`config.mk`:
```
export PLATFORM = sky130hd
export DESIGN_NAME = mem_align
export DESIGN_NICKNAME = d
export VERILOG_FILES = /design/src/lsq_pkg.sv /design/src/mem_align.sv
export SDC_FILE = /design/constraint.sdc
export NUM_CORES = 1
export LEC_CHECK = 0
export BUFFER_PORTS_ARGS = -buffer_cell sky130_fd_sc_hd__buf_2
export CAP_MARGIN = 10
export CORE_MARGIN = 4
export CORE_UTILIZATION = 40
export DETAILED_ROUTE_END_ITERATION = 6
export PLACE_DENSITY = 0.91
export SLEW_MARGIN = 40
export SYNTH_ARGS = -nofsm -noshare
export SYNTH_HDL_FRONTEND = slang
export SYNTH_SLANG_ARGS = --single-unit
```
`constraint.sdc`:
```
create_clock -name vclk -period 2.1
set_clock_uncertainty 0.1 [all_clocks]
set_input_delay 0.105 -clock vclk [all_inputs]
set_output_delay 0.105 -clock vclk [all_outputs]
set_load 0.1 [all_outputs]
```
`src/lsq_pkg.sv`:
```
package lsq_pkg;

	typedef logic [31:0] word_t;
	typedef logic [3:0]  rob_tag_t;
	typedef logic [2:0]  funct3_t;
	typedef logic [3:0]  be_t;

	typedef enum logic {
		op_load  = 1'b0,
		op_store = 1'b1
	} mem_op_t;

	// width field of loads and stores, rv32i values
	localparam funct3_t f3_b  = 3'b000;
	localparam funct3_t f3_h  = 3'b001;
	localparam funct3_t f3_w  = 3'b010;
	localparam funct3_t f3_bu = 3'b100;
	localparam funct3_t f3_hu = 3'b101;

	// queue geometry
	localparam int lsq_depth = 8;

	typedef logic [$clog2(lsq_depth)-1:0] lsq_idx_t;
	typedef logic [$clog2(lsq_depth):0]   lsq_cnt_t;

	// data memory
	localparam int ram_words   = 256;
	localparam int ram_latency = 2;

	typedef logic [$clog2(ram_words)-1:0]     ram_addr_t;
	typedef logic [$clog2(ram_latency+1)-1:0] ram_cnt_t;

endpackage

```
`src/mem_align.sv`:
```
module mem_align
	import lsq_pkg::*;
(
	input  funct3_t    funct3,
	input  logic [1:0] byte_offset,
	input  word_t      rdata,
	input  word_t      wdata,
	output word_t      load_value,
	output be_t        byte_enable,
	output word_t      wdata_lanes
);

	logic [4:0] shift;
	word_t      rdata_shifted;

	// byte offset in bits
	assign shift = {byte_offset, 3'b000};

	assign rdata_shifted = rdata >> shift;
	assign wdata_lanes   = wdata << shift;

	// load extension
	always_comb begin
		case (funct3)
			f3_b:    load_value = {{24{rdata_shifted[7]}}, rdata_shifted[7:0]};
			f3_h:    load_value = {{16{rdata_shifted[15]}}, rdata_shifted[15:0]};
			f3_bu:   load_value = {24'd0, rdata_shifted[7:0]};
			f3_hu:   load_value = {16'd0, rdata_shifted[15:0]};
			f3_w:    load_value = rdata_shifted;
			default: load_value = rdata_shifted;
		endcase
	end

	// store lanes, sb/sh/sw share the load codes
	always_comb begin
		case (funct3)
			f3_b:    byte_enable = be_t'(4'b0001 << byte_offset);
			f3_h:    byte_enable = be_t'(4'b0011 << byte_offset);
			default: byte_enable = 4'b1111;
		endcase
	end

endmodule

```
==> impl_metrics.py, run 1 <==
metrics = {
    "outcome": {
        "status": "did not finish",
        "haltStage": "detailed placement",
        "error": "[ERROR DPL-0038] Utilization greater than 100%, impossible to legalize",
    },
    "synthesis": {
        "yosysSeqAreaShare_pct": 0,
        "yosysTopAreaCell": "mux2i_1",
        "syn_area_sq_um": 1290,
        "yosysUniqueCellTypes": 25,
        "synth_top_area_share_pct": 24.0,
        "ys_top_cells_by_area": "mux2i_1, a211oi_1, nor2b_1",
        "ys_warn_count": 0,
        "postSynthAreaPerCell_sq_um": 6.39,
        "syn_inst": 202,
        "synth.net_count": 271,
    },
    "placement": {
        "place_congestion": 0.911,
        "io_buffer_count": 137,
    },
    "floorplanning": {
        "start_util_pct": 42.0,
        "fp.dieW_um": 64.8,
        "placement_rows": 20,
        "pin_count": 137,
        "fp.dieH_um": 64.8,
    },
}
cells in the mapped netlist:
library cell / n
mux2i_1: 31
nand2_1: 27
o21ai_0: 19
nor2b_1: 17
a21oi_1: 16
a211oi_1: 15
clkbuf_1: 11
nor2_1: 11
or2_2: 9
a31oi_1: 8
and2_1: 8
o22ai_1: 8
buf_2: 7
buf_1: 2
inv_1: 2
mux4_2: 2
a21oi_2: 1
a221oi_4: 1
and4b_1: 1
buf_4: 1
buf_6: 1
mux2_2: 1
nand2b_1: 1
nand3b_1: 1
nor3b_2: 1
kinds of logic after synthesis:
family          share of synthesized area, %
buf+inv                                 8.53
compound gates                          32.8
mux                                     28.4
simple gates                            30.3
through the flow:
step              setup WS [ns]  TNS, ns
global placement          0.194        0
floorplan                -0.448    -4.52
==> run 2: changes to the inputs <==
--- a/config.mk
+++ b/config.mk
@@ -7,10 +7,10 @@
 export LEC_CHECK = 0
 export BUFFER_PORTS_ARGS = -buffer_cell sky130_fd_sc_hd__buf_2
 export CAP_MARGIN = 10
-export CORE_MARGIN = 4
-export CORE_UTILIZATION = 40
+export CORE_AREA = 4 4 65 67
 export DETAILED_ROUTE_END_ITERATION = 6
-export PLACE_DENSITY = 0.91
+export DIE_AREA = 0 0 69 71
+export PLACE_DENSITY_LB_ADDON = 0.15
 export SLEW_MARGIN = 40
 export SYNTH_ARGS = -nofsm -noshare
 export SYNTH_HDL_FRONTEND = slang
==> impl_metrics.py, run 2 <==
metrics = {
    "outcome": {
        "status": "finished, final reports clean",
    },
    "setup_path": {
        "endpoint_kind": "output pin",
        "setup.worst_path.class": "input port to output pin",
        "crit_required_ns": 1.89,
        "critPathLaunchType": "input port",
        "cp.arrival_ns": 1.79,
        "worstPathMaxFanout": 15,
    },
    "cells_and_area": {
        "finalNonFillerCells": 376,
        "seq_cells": 0,
        "nets": 399,
        "clock_buffers": 0,
        "n_antenna_cell": 0,
        "final_common_cell": "buf_2",
        "drive_gt1_share_pct": 62.8,
        "fillers": 254,
        "design_area_sq_um": 2910,
        "final_cell_mix": "buf_2, buf_12, mux2i_1",
        "syn2layout_area_growth_pct": 126,
        "ff_latch_area_sq_um": 0,
    },
    "floorplanning": {
        "fp.dieW_um": 69,
        "fp.dieH_um": 71,
        "start_util_pct": 35.5,
        "pin_count": 137,
        "placement_rows": 22,
        "coreArea_sq_um": 3630,
        "fp.dieArea_sq_um": 4900,
    },
    "pwr": {
        "leakage_nw": 1.35,
        "irDropWorstVdd_mv": 0.332,
        "power_density_nw_per_um2": 540,
    },
    "placement": {
        "place_congestion": 0.861,
        "dp_cells": 376,
        "place_area_sq_um": 2910,
        "io_buffer_count": 137,
        "hpwl_um": 4960,
    },
    "timing": {
        "grt_setup_unrepaired": "no",
        "fin_crit_sh_pct": 95.0,
        "max_freq_ghz": 0.501,
        "setup_violations": 0,
        "relSlewSlack_pct": 67.2,
        "slew_viol_final": 0,
        "hold_viol_final": 0,
        "tightest_slew_ns": 0.495,
        "period_minus_slack_ns": 1.99,
    },
    "synthesis": {
        "ys_warn_count": 0,
        "postSynthAreaPerCell_sq_um": 6.39,
        "yosysSeqAreaShare_pct": 0,
        "yosysTopAreaCell": "mux2i_1",
        "ys_top_cells_by_area": "mux2i_1, a211oi_1, nor2b_1",
        "synth.net_count": 271,
        "yosysUniqueCellTypes": 25,
        "synth.most_common_cell": "mux2i_1",
        "syn_area_sq_um": 1290,
        "synthTopCellsByCount": "mux2i_1, nand2_1, o21ai_0",
        "syn_inst": 202,
        "synth_top_area_share_pct": 24.0,
    },
    "min_path": {
        "hold_class": "input port to output pin",
    },
    "global_routing": {
        "grt_pass1_wl_um": 9600,
        "grtUsageMet3_pct": 7.81,
        "gr-usage-met2_pct": 43.4,
        "grt_use_total_pct": 22.5,
        "grt_start_max_net_pins": 41,
        "grt_pass1_vias": 2014,
        "grt_busiest_layer": "met2",
        "overflow": 0,
        "use_met1_pct": 24.4,
        "antenna_found_initial": 0,
    },
    "drt": {
        "drtAntennaViolNets": 0,
        "detail_route.wl_per_cell_um": 15.7,
        "drt_iter0_drc": 60,
        "routed_wl_um": 5900,
        "drc": 0,
        "viasPerCell": 5.47,
        "vias": 2055,
        "first_pass_iters": 4,
    },
    "clocking": {
        "cts_setup_buffers": 0,
    },
    "job": {
        "maxCapViolations": 0,
    },
}
## run 2: layer usage
| layer | share of wire [%] | up-vias |
|---|---|---|
| met1 | 36 | 965 |
| met4 | 0.97 | 0 |
| met5 | 0 | - |
| met3 | 11 | 6 |
| li1 | - | 988 |
| met2 | 51 | 96 |
## run 2: cell families (layout without fill, tap and decap cells)
group,count (synthesis),after routing,share of synthesized area (%)
AO/OA/AOI/OAI,68,68,32.8
buffers and inverters,24,150,8.53
AND/OR/NAND/NOR,76,76,30.3
multiplexers,34,34,28.4
## run 2: final cells by class
type	instances	area (sq um)	share of cell area [%]
tap	48	60.1	2.06
multi-input combinational	178	1430	49.1
timing repair buffer	148	1420	48.6
inverter	2	7.51	0.258
## run 2: repair_timing
item	in CTS	in global routing
hold buffers	0	0
gates resized for setup	0	1
hold endpoints to repair	0	0
setup endpoints to repair	0	1
## run 2: metrics by stage
step	setup TNS [ns]	util, %	total power [mW]	setup slack [ns]	hold slack (ns)
2_1_floorplan	-4.52	-	1.07	-0.448	0.460
3_3_place_gp	0	80.1	1.56	0.179	0.515
3_5_place_dp	0	80.1	1.58	0.0970	0.520
4_1_cts	0	80.1	1.58	0.0856	0.524
5_1_grt	0	80.2	1.63	0.0587	0.534
6_report	0	80.2	1.57	0.105	0.521
## run 2: worst max-delay path, stage by stage
cell and delay (ns):
buf_2 0.15, mux4_2 0.54, a221oi_4 0.37, buf_12 0.20
o22ai_1 0.09, buf_2 0.32
## run 2: worst paths after layout
path / start / endpoint / slack (ns) / cells after the start
max: byte_offset[1] / load_value[16] / 0.11 / 6
min: wdata[12] / wdata_lanes[20] / 0.52 / 4
## run 2: report_power, final
part           leakage, nW  switching (mW)  internal (mW)  total (mW)
registers                0               0              0           0
clock network            0               0              0           0
logic                 1.35            1.09          0.486        1.57
total                 1.35            1.09          0.486        1.57
Power figures use the tool's default switching activity.
