--- config.mk ---
export PLATFORM = sky130hd
export DESIGN_NAME = load_store_queue
export DESIGN_NICKNAME = d
export VERILOG_FILES = /design/src/lsq_pkg.sv /design/src/load_store_queue.sv
export SDC_FILE = /design/constraint.sdc
export NUM_CORES = 2
export LEC_CHECK = 0
export BUFFER_PORTS_ARGS = -buffer_cell sky130_fd_sc_hd__clkbuf_2
export CAP_MARGIN = 25
export CORE_MARGIN = 2
export CORE_UTILIZATION = 55
export CTS_BUF_LIST = sky130_fd_sc_hd__clkbuf_8
export CTS_CLUSTER_SIZE = 10
export DETAILED_ROUTE_END_ITERATION = 6
export PLACE_DENSITY = 0.76
export SKIP_CTS_REPAIR_TIMING = 1
export SLEW_MARGIN = 10
export SYNTH_ARGS = -nofsm -noshare
export SYNTH_HDL_FRONTEND = slang
export SYNTH_SLANG_ARGS = --single-unit
--- constraint.sdc ---
create_clock -name clk -period 5.08 [get_ports clk]
set_clock_uncertainty 0.05 [all_clocks]
set_input_delay 0.254 -clock clk [delete_from_list [all_inputs] [get_ports clk]]
set_output_delay 0.254 -clock clk [all_outputs]
set_load 0.1 [all_outputs]
--- src/lsq_pkg.sv ---
package lsq_pkg;

	typedef logic [31:0] word_t;
	typedef logic [3:0]  rob_tag_t;
	typedef logic [2:0]  funct3_t;
	typedef logic [3:0]  be_t;

	typedef enum logic {
		op_load  = 1'b0,
		op_store = 1'b1
	} mem_op_t;

	// width field of loads and stores, rv32i values
	localparam funct3_t f3_b  = 3'b000;
	localparam funct3_t f3_h  = 3'b001;
	localparam funct3_t f3_w  = 3'b010;
	localparam funct3_t f3_bu = 3'b100;
	localparam funct3_t f3_hu = 3'b101;

	// queue geometry
	localparam int lsq_depth = 8;

	typedef logic [$clog2(lsq_depth)-1:0] lsq_idx_t;
	typedef logic [$clog2(lsq_depth):0]   lsq_cnt_t;

	// data memory
	localparam int ram_words   = 256;
	localparam int ram_latency = 2;

	typedef logic [$clog2(ram_words)-1:0]     ram_addr_t;
	typedef logic [$clog2(ram_latency+1)-1:0] ram_cnt_t;

endpackage

--- src/load_store_queue.sv ---
module load_store_queue
	import lsq_pkg::*;
(
	input  logic       clk,
	input  logic       rst,
	input  logic       flush,

	input  logic       disp_valid,
	input  mem_op_t    disp_op,
	input  funct3_t    disp_funct3,
	input  word_t      disp_imm,
	input  rob_tag_t   disp_tag,
	input  word_t      base,
	input  logic       base_busy,
	input  word_t      store_data,
	input  logic       store_busy,

	input  logic       cdb_valid,
	input  rob_tag_t   cdb_tag,
	input  word_t      cdb_data,

	input  rob_tag_t   rob_head_tag,

	input  logic       mem_resp,
	input  word_t      load_value,

	output logic       lsq_full,
	output logic       res_valid,
	output rob_tag_t   res_tag,
	output word_t      res_data,

	output logic       mem_read,
	output logic       mem_write,
	output word_t      mem_address,
	output funct3_t    head_funct3,
	output logic [1:0] byte_offset,
	output word_t      store_word
);

	typedef enum logic {
		idle,
		wait_resp
	} lsq_state_t;

	lsq_state_t state;

	// entry storage, valid range given by head and count
	mem_op_t  ent_op        [lsq_depth];
	funct3_t  ent_funct3    [lsq_depth];
	rob_tag_t ent_tag       [lsq_depth];
	word_t    ent_imm       [lsq_depth];
	word_t    ent_addr      [lsq_depth];
	logic     ent_addr_busy [lsq_depth];
	word_t    ent_data      [lsq_depth];
	logic     ent_data_busy [lsq_depth];

	lsq_idx_t head;
	lsq_idx_t tail;
	lsq_cnt_t count;

	logic enq;
	logic deq;
	logic head_ready;
	logic issue;
	logic killed;
	logic base_hit;
	logic data_hit;

	assign lsq_full = (count == lsq_cnt_t'(lsq_depth));
	assign enq      = disp_valid && !lsq_full && !flush;

	// a killed access was flushed away, its head slot is already gone
	assign deq = (state == wait_resp) && mem_resp && !killed && !flush;

	// operand broadcast in the dispatch cycle itself
	assign base_hit = base_busy && cdb_valid && (cdb_tag == base[3:0]);
	assign data_hit = store_busy && cdb_valid && (cdb_tag == store_data[3:0]);

	always_comb begin
		head_ready = (count != '0) && !ent_addr_busy[head];
		// stores wait until they are the oldest in the machine
		if (ent_op[head] == op_store) begin
			head_ready = head_ready && !ent_data_busy[head] &&
				(ent_tag[head] == rob_head_tag);
		end
	end

	assign issue = (state == idle) && head_ready && !flush;

	// wake-up and dispatch write
	always_ff @(posedge clk) begin
		for (int i = 0; i < lsq_depth; i++) begin
			if (cdb_valid && ent_addr_busy[i] && (cdb_tag == ent_addr[i][3:0])) begin
				ent_addr[i]      <= cdb_data + ent_imm[i];
				ent_addr_busy[i] <= 1'b0;
			end
			if (cdb_valid && ent_data_busy[i] && (cdb_tag == ent_data[i][3:0])) begin
				ent_data[i]      <= cdb_data;
				ent_data_busy[i] <= 1'b0;
			end
		end

		if (enq) begin
			ent_op[tail]     <= disp_op;
			ent_funct3[tail] <= disp_funct3;
			ent_tag[tail]    <= disp_tag;
			ent_imm[tail]    <= disp_imm;

			if (base_hit) begin
				ent_addr[tail]      <= cdb_data + disp_imm;
				ent_addr_busy[tail] <= 1'b0;
			end else if (base_busy) begin
				// holds the producer tag until the bus delivers
				ent_addr[tail]      <= base;
				ent_addr_busy[tail] <= 1'b1;
			end else begin
				ent_addr[tail]      <= base + disp_imm;
				ent_addr_busy[tail] <= 1'b0;
			end

			// loads never wait on data
			ent_data[tail]      <= data_hit ? cdb_data : store_data;
			ent_data_busy[tail] <= (disp_op == op_store) && store_busy && !data_hit;
		end
	end

	// queue pointers and head issue
	always_ff @(posedge clk) begin
		if (rst) begin
			state     <= idle;
			head      <= '0;
			tail      <= '0;
			count     <= '0;
			mem_read  <= 1'b0;
			mem_write <= 1'b0;
			res_valid <= 1'b0;
			killed    <= 1'b0;
		end else begin
			res_valid <= 1'b0;

			if (flush) begin
				head  <= '0;
				tail  <= '0;
				count <= '0;
			end else begin
				if (enq)
					tail <= tail + 1'b1;
				if (deq)
					head <= head + 1'b1;
				count <= count + lsq_cnt_t'(enq) - lsq_cnt_t'(deq);
			end

			case (state)
				idle: begin
					if (issue) begin
						state     <= wait_resp;
						mem_read  <= (ent_op[head] == op_load);
						mem_write <= (ent_op[head] == op_store);
					end
				end
				wait_resp: begin
					// access completes in memory but reports nothing
					if (flush)
						killed <= 1'b1;
					if (mem_resp) begin
						state     <= idle;
						mem_read  <= 1'b0;
						mem_write <= 1'b0;
						killed    <= 1'b0;
						res_valid <= !killed && !flush;
					end
				end
				default: state <= idle;
			endcase
		end
	end

	// request held stable while the head may be overwritten after a flush
	always_ff @(posedge clk) begin
		if (issue) begin
			mem_address <= {ent_addr[head][31:2], 2'b00};
			byte_offset <= ent_addr[head][1:0];
			head_funct3 <= ent_funct3[head];
			store_word  <= ent_data[head];
		end
		if (mem_resp) begin
			res_tag  <= ent_tag[head];
			res_data <= mem_read ? load_value : store_word;
		end
	end

endmodule

==> flow_summary.json <==
{
  "run_status": "finished clean",
  "synth_edf_count": 951,
  "timing.critical_path.from_type": "flip-flop",
  "ctsRootBufferMaster": "clkbuf_8",
  "worst_setup_ep_type": "flip-flop",
  "syn-instance-count": 4464,
  "seq_area_frac_synth_pct": 51.6,
  "areaGrowthSynthToFinish_pct": 14.1,
  "clock_tree_from_tritoncts": "done",
  "n_fill_cell": 7669,
  "yosys.area.top_type_share_pct": 50.9,
  "avg_inst_size_synth_um2": 12.6,
  "post_synth_main_area_contributors": "edfxtp_1, mux2_2, ha_1",
  "die_area_um2": 105000,
  "drt_drc_violations_left": 0,
  "detailroute.via_count": 41400,
  "worst_pin_slew_ns": 1.09,
  "number_of_library_cell_types_mapped_by_synthesis": 97,
  "instances_no_fill": 6468,
  "fin_setup_tns_ns": 0,
  "mux_contribution_to_synthesized_area_pct": 13.9,
  "clock-sinks": 969,
  "number_of_antenna_violations_at_the_first_check_in_global_routing": 6,
  "wl_um": 169000,
  "rows": 117,
  "dpl_cell_area_um2": 59800,
  "area_leader_netlist": "edfxtp_1",
  "min_period_over_period_pct": 86.2,
  "gpl.final_weighted_congestion": 1.00,
  "vias_per_cell": 6.40,
  "drtAntennaViolNets": 0,
  "final_period_minus_worst_setup_slack_ns": 4.38,
  "clockBufferDepth": 3,
  "cts.reportedPaths.clkPinSlew_ns": 0.06,
  "die_width_um": 323,
  "synth_area_um2": 56100,
  "drt-pass1-iter-count": 6,
  "floorplan.initialDensity_pct": 55.3,
  "static_leakage_uw": 0.0240,
  "clock_latency_ns": 0.87,
  "worst_relative_slew_slack_pct": 27.3,
  "hold_viol_final": 0,
  "grt_setup_unrepaired": "false",
  "placed_cells_incl_taps": 6064,
  "critical_path_required_ns": 5.53,
  "nNetsFinal": 5485,
  "critical_path_class": "flip-flop to flip-flop",
  "combinational_family_with_the_most_area_after_synthesis": "multiplexers",
  "async_reset_ff_share_pct": 0,
  "parity_gate_share_of_the_synthesized_area_counting_xor_and_xnor_cells_pct": 5.50,
  "die_height_um": 323,
  "maxCapViolations": 0,
  "routedWlPerCell_um": 26.1,
  "worstHoldStart": "cdb_data[24]",
  "cellPowerDensity_nw_per_um2": 292,
  "hpwlAfterDp_um": 119000,
  "ios": 293,
  "core_area_um2": 101000,
  "largest_net_degree_at_the_start_of_global_routing": 82,
  "design_area_um2": 64000,
  "dr_iter_0_viols": 4994,
  "largest_driver_fanout_on_the_critical_path": 48,
  "grt_pass1_wl_um": 247000,
  "max_clock_freq_mhz": 228,
  "post_synthesis_sequential_element_count": 969,
  "setup_viol": 0,
  "hold-worst-slack_ns": 0.0321,
  "gr-total-overflow": 0,
  "cts-htree-levels": 4,
  "final_util_pct": 63.1,
  "min_path_type": "primary input to flip-flop",
  "yosys.area_share.simple_pct": 7.52,
  "synth-compound-area-share_pct": 12.4,
  "synth_fa_ha_area_share_pct": 7.49,
  "synth_ff_type": "edfxtp_1",
  "synth-warning-count": 0,
  "grt_usage_pct": 32.1,
  "vias_in_the_first_global_route": 40500,
  "ir_drop_mv": 0.247,
  "drive_gt1_share_pct": 24.0,
  "cts-buffers-inserted": 160,
  "slew_viol_final": 0,
  "timing.critical_path.arrival_ns": 4.82,
  "io_buffer_count": 290
}
==> worst paths after layout <==
| path | end | slack (ns) | cells after the start |
|---|---|---|---|
| worst min-delay path | ent_data[1][24] | 0.03 | 3 |
| worst max-delay path | head_funct3[1] | 0.70 | 8 |
| worst max register to register | head_funct3[1] | 0.70 | 8 |
| worst min register to register | killed | 0.46 | 2 |
==> registers in the layout, summed over array words and instances (netlist names), 3 cells and up, named ones only <==
signal	cells
head	3
ent_addr	256
ent_data	256
res_data	32
head_funct3	3
ent_funct3	24
ent_addr_busy	8
ent_tag	32
res_tag	4
tail	3
count	4
store_word	32
ent_op	8
ent_imm	256
mem_address	30
ent_data_busy	8
==> metal layers <==
metal / up-vias / share of wire [%] / GRT usage [%] / wire (um)
li1: 18300 / - / - / -
met1: 20200 / 39 / 43.2 / 65500
met2: 2509 / 45 / 50.4 / 76700
met3: 366 / 12 / 8.23 / 21100
met4: 4 / 3.4 / 11.6 / 5760
met5: - / 0.014 / 0 / 23
==> kinds of logic (layout without fill, tap and decap cells) <==
logic type               Yosys count  in the layout
buffers and inverters            236            868
other                              1              5
flip-flops                       969            969
multiplexers                     549            549
AND/OR/NAND/NOR                  913            913
AO/OA/AOI/OAI                   1115           1115
XOR/XNOR                         352            352
adder cells (fa/ha/maj)          329            329
==> layout make-up <==
class	instances	area (um2)	area share [%]
multi-input cells	3260	26500	41.5
flip-flops and latches	969	28900	45.2
clock buffers	166	2280	3.57
inverters	74	288	0.450
well taps	1368	1710	2.67
clock inverters	121	767	1.20
diodes	3	7.51	0.0117
repair buffers	507	3460	5.41
==> power by group <==
part / total [uW] / internal (uW) / switching, uW / leakage (uW)
clock: 6720 / 3420 / 3300 / 0.00174
sequential: 9020 / 8970 / 46.9 / 0.00880
combinational: 2940 / 1100 / 1840 / 0.0135
==> synthesized netlist by cell type (7+ instances only) <==
cell type	instances
a311oi_1	7
o21ai_0	221
nand4_1	24
mux2i_1	39
nand3_1	92
or3_1	17
mux4_2	148
a211oi_1	47
o31ai_1	22
a221o_1	7
nand2_1	258
o21ai_1	18
a21o_1	105
a21oi_1	428
o41ai_1	18
xnor2_1	181
fa_1	11
inv_1	70
xor2_1	171
a211o_1	7
o211ai_1	23
a221oi_1	7
o21a_1	47
a31oi_1	24
nand2b_1	57
and4_1	11
dfxtp_1	18
a31o_2	11
buf_2	11
o21bai_1	31
edfxtp_1	951
or2_2	10
nor2_1	307
nor2b_1	34
ha_1	318
nor3_1	33
buf_1	46
o22ai_1	13
mux2_2	362
and3_1	22
clkbuf_1	101
and2_1	21
==> critical path: stages, from the launching register on <==
cell      delay (ns)
dfxtp_1         0.61
buf_4           0.29
mux4_2          0.52
mux2_2          0.30
xor2_1          0.14
nor4_1          0.86
o21ai_0         0.36
clkinv_2        0.51
buf_12          0.31
==> cells in the final DEF, fill, tap and decap left out, types with 171 or more instances in the layout <==
| master | Yosys | layout |
|---|---|---|
| mux2_2 | 362 | 362 |
| edfxtp_1 | 951 | 951 |
| nor2_1 | 307 | 306 |
| clkbuf_2 | 1 | 290 |
| a21oi_1 | 428 | 428 |
| nand2_1 | 258 | 248 |
| o21ai_0 | 221 | 221 |
| xor2_1 | 171 | 171 |
| xnor2_1 | 181 | 181 |
| ha_1 | 318 | 318 |
==> metrics by stage <==
stage / setup slack [ns] / power [uW]
floorplan: 0.400 / 11000
global placement: 0.747 / 11900
detailed placement: 0.573 / 12000
CTS: 0.725 / 18600
global route: 0.592 / 19300
finish: 0.703 / 18700
(Power assumes the default switching activity.)
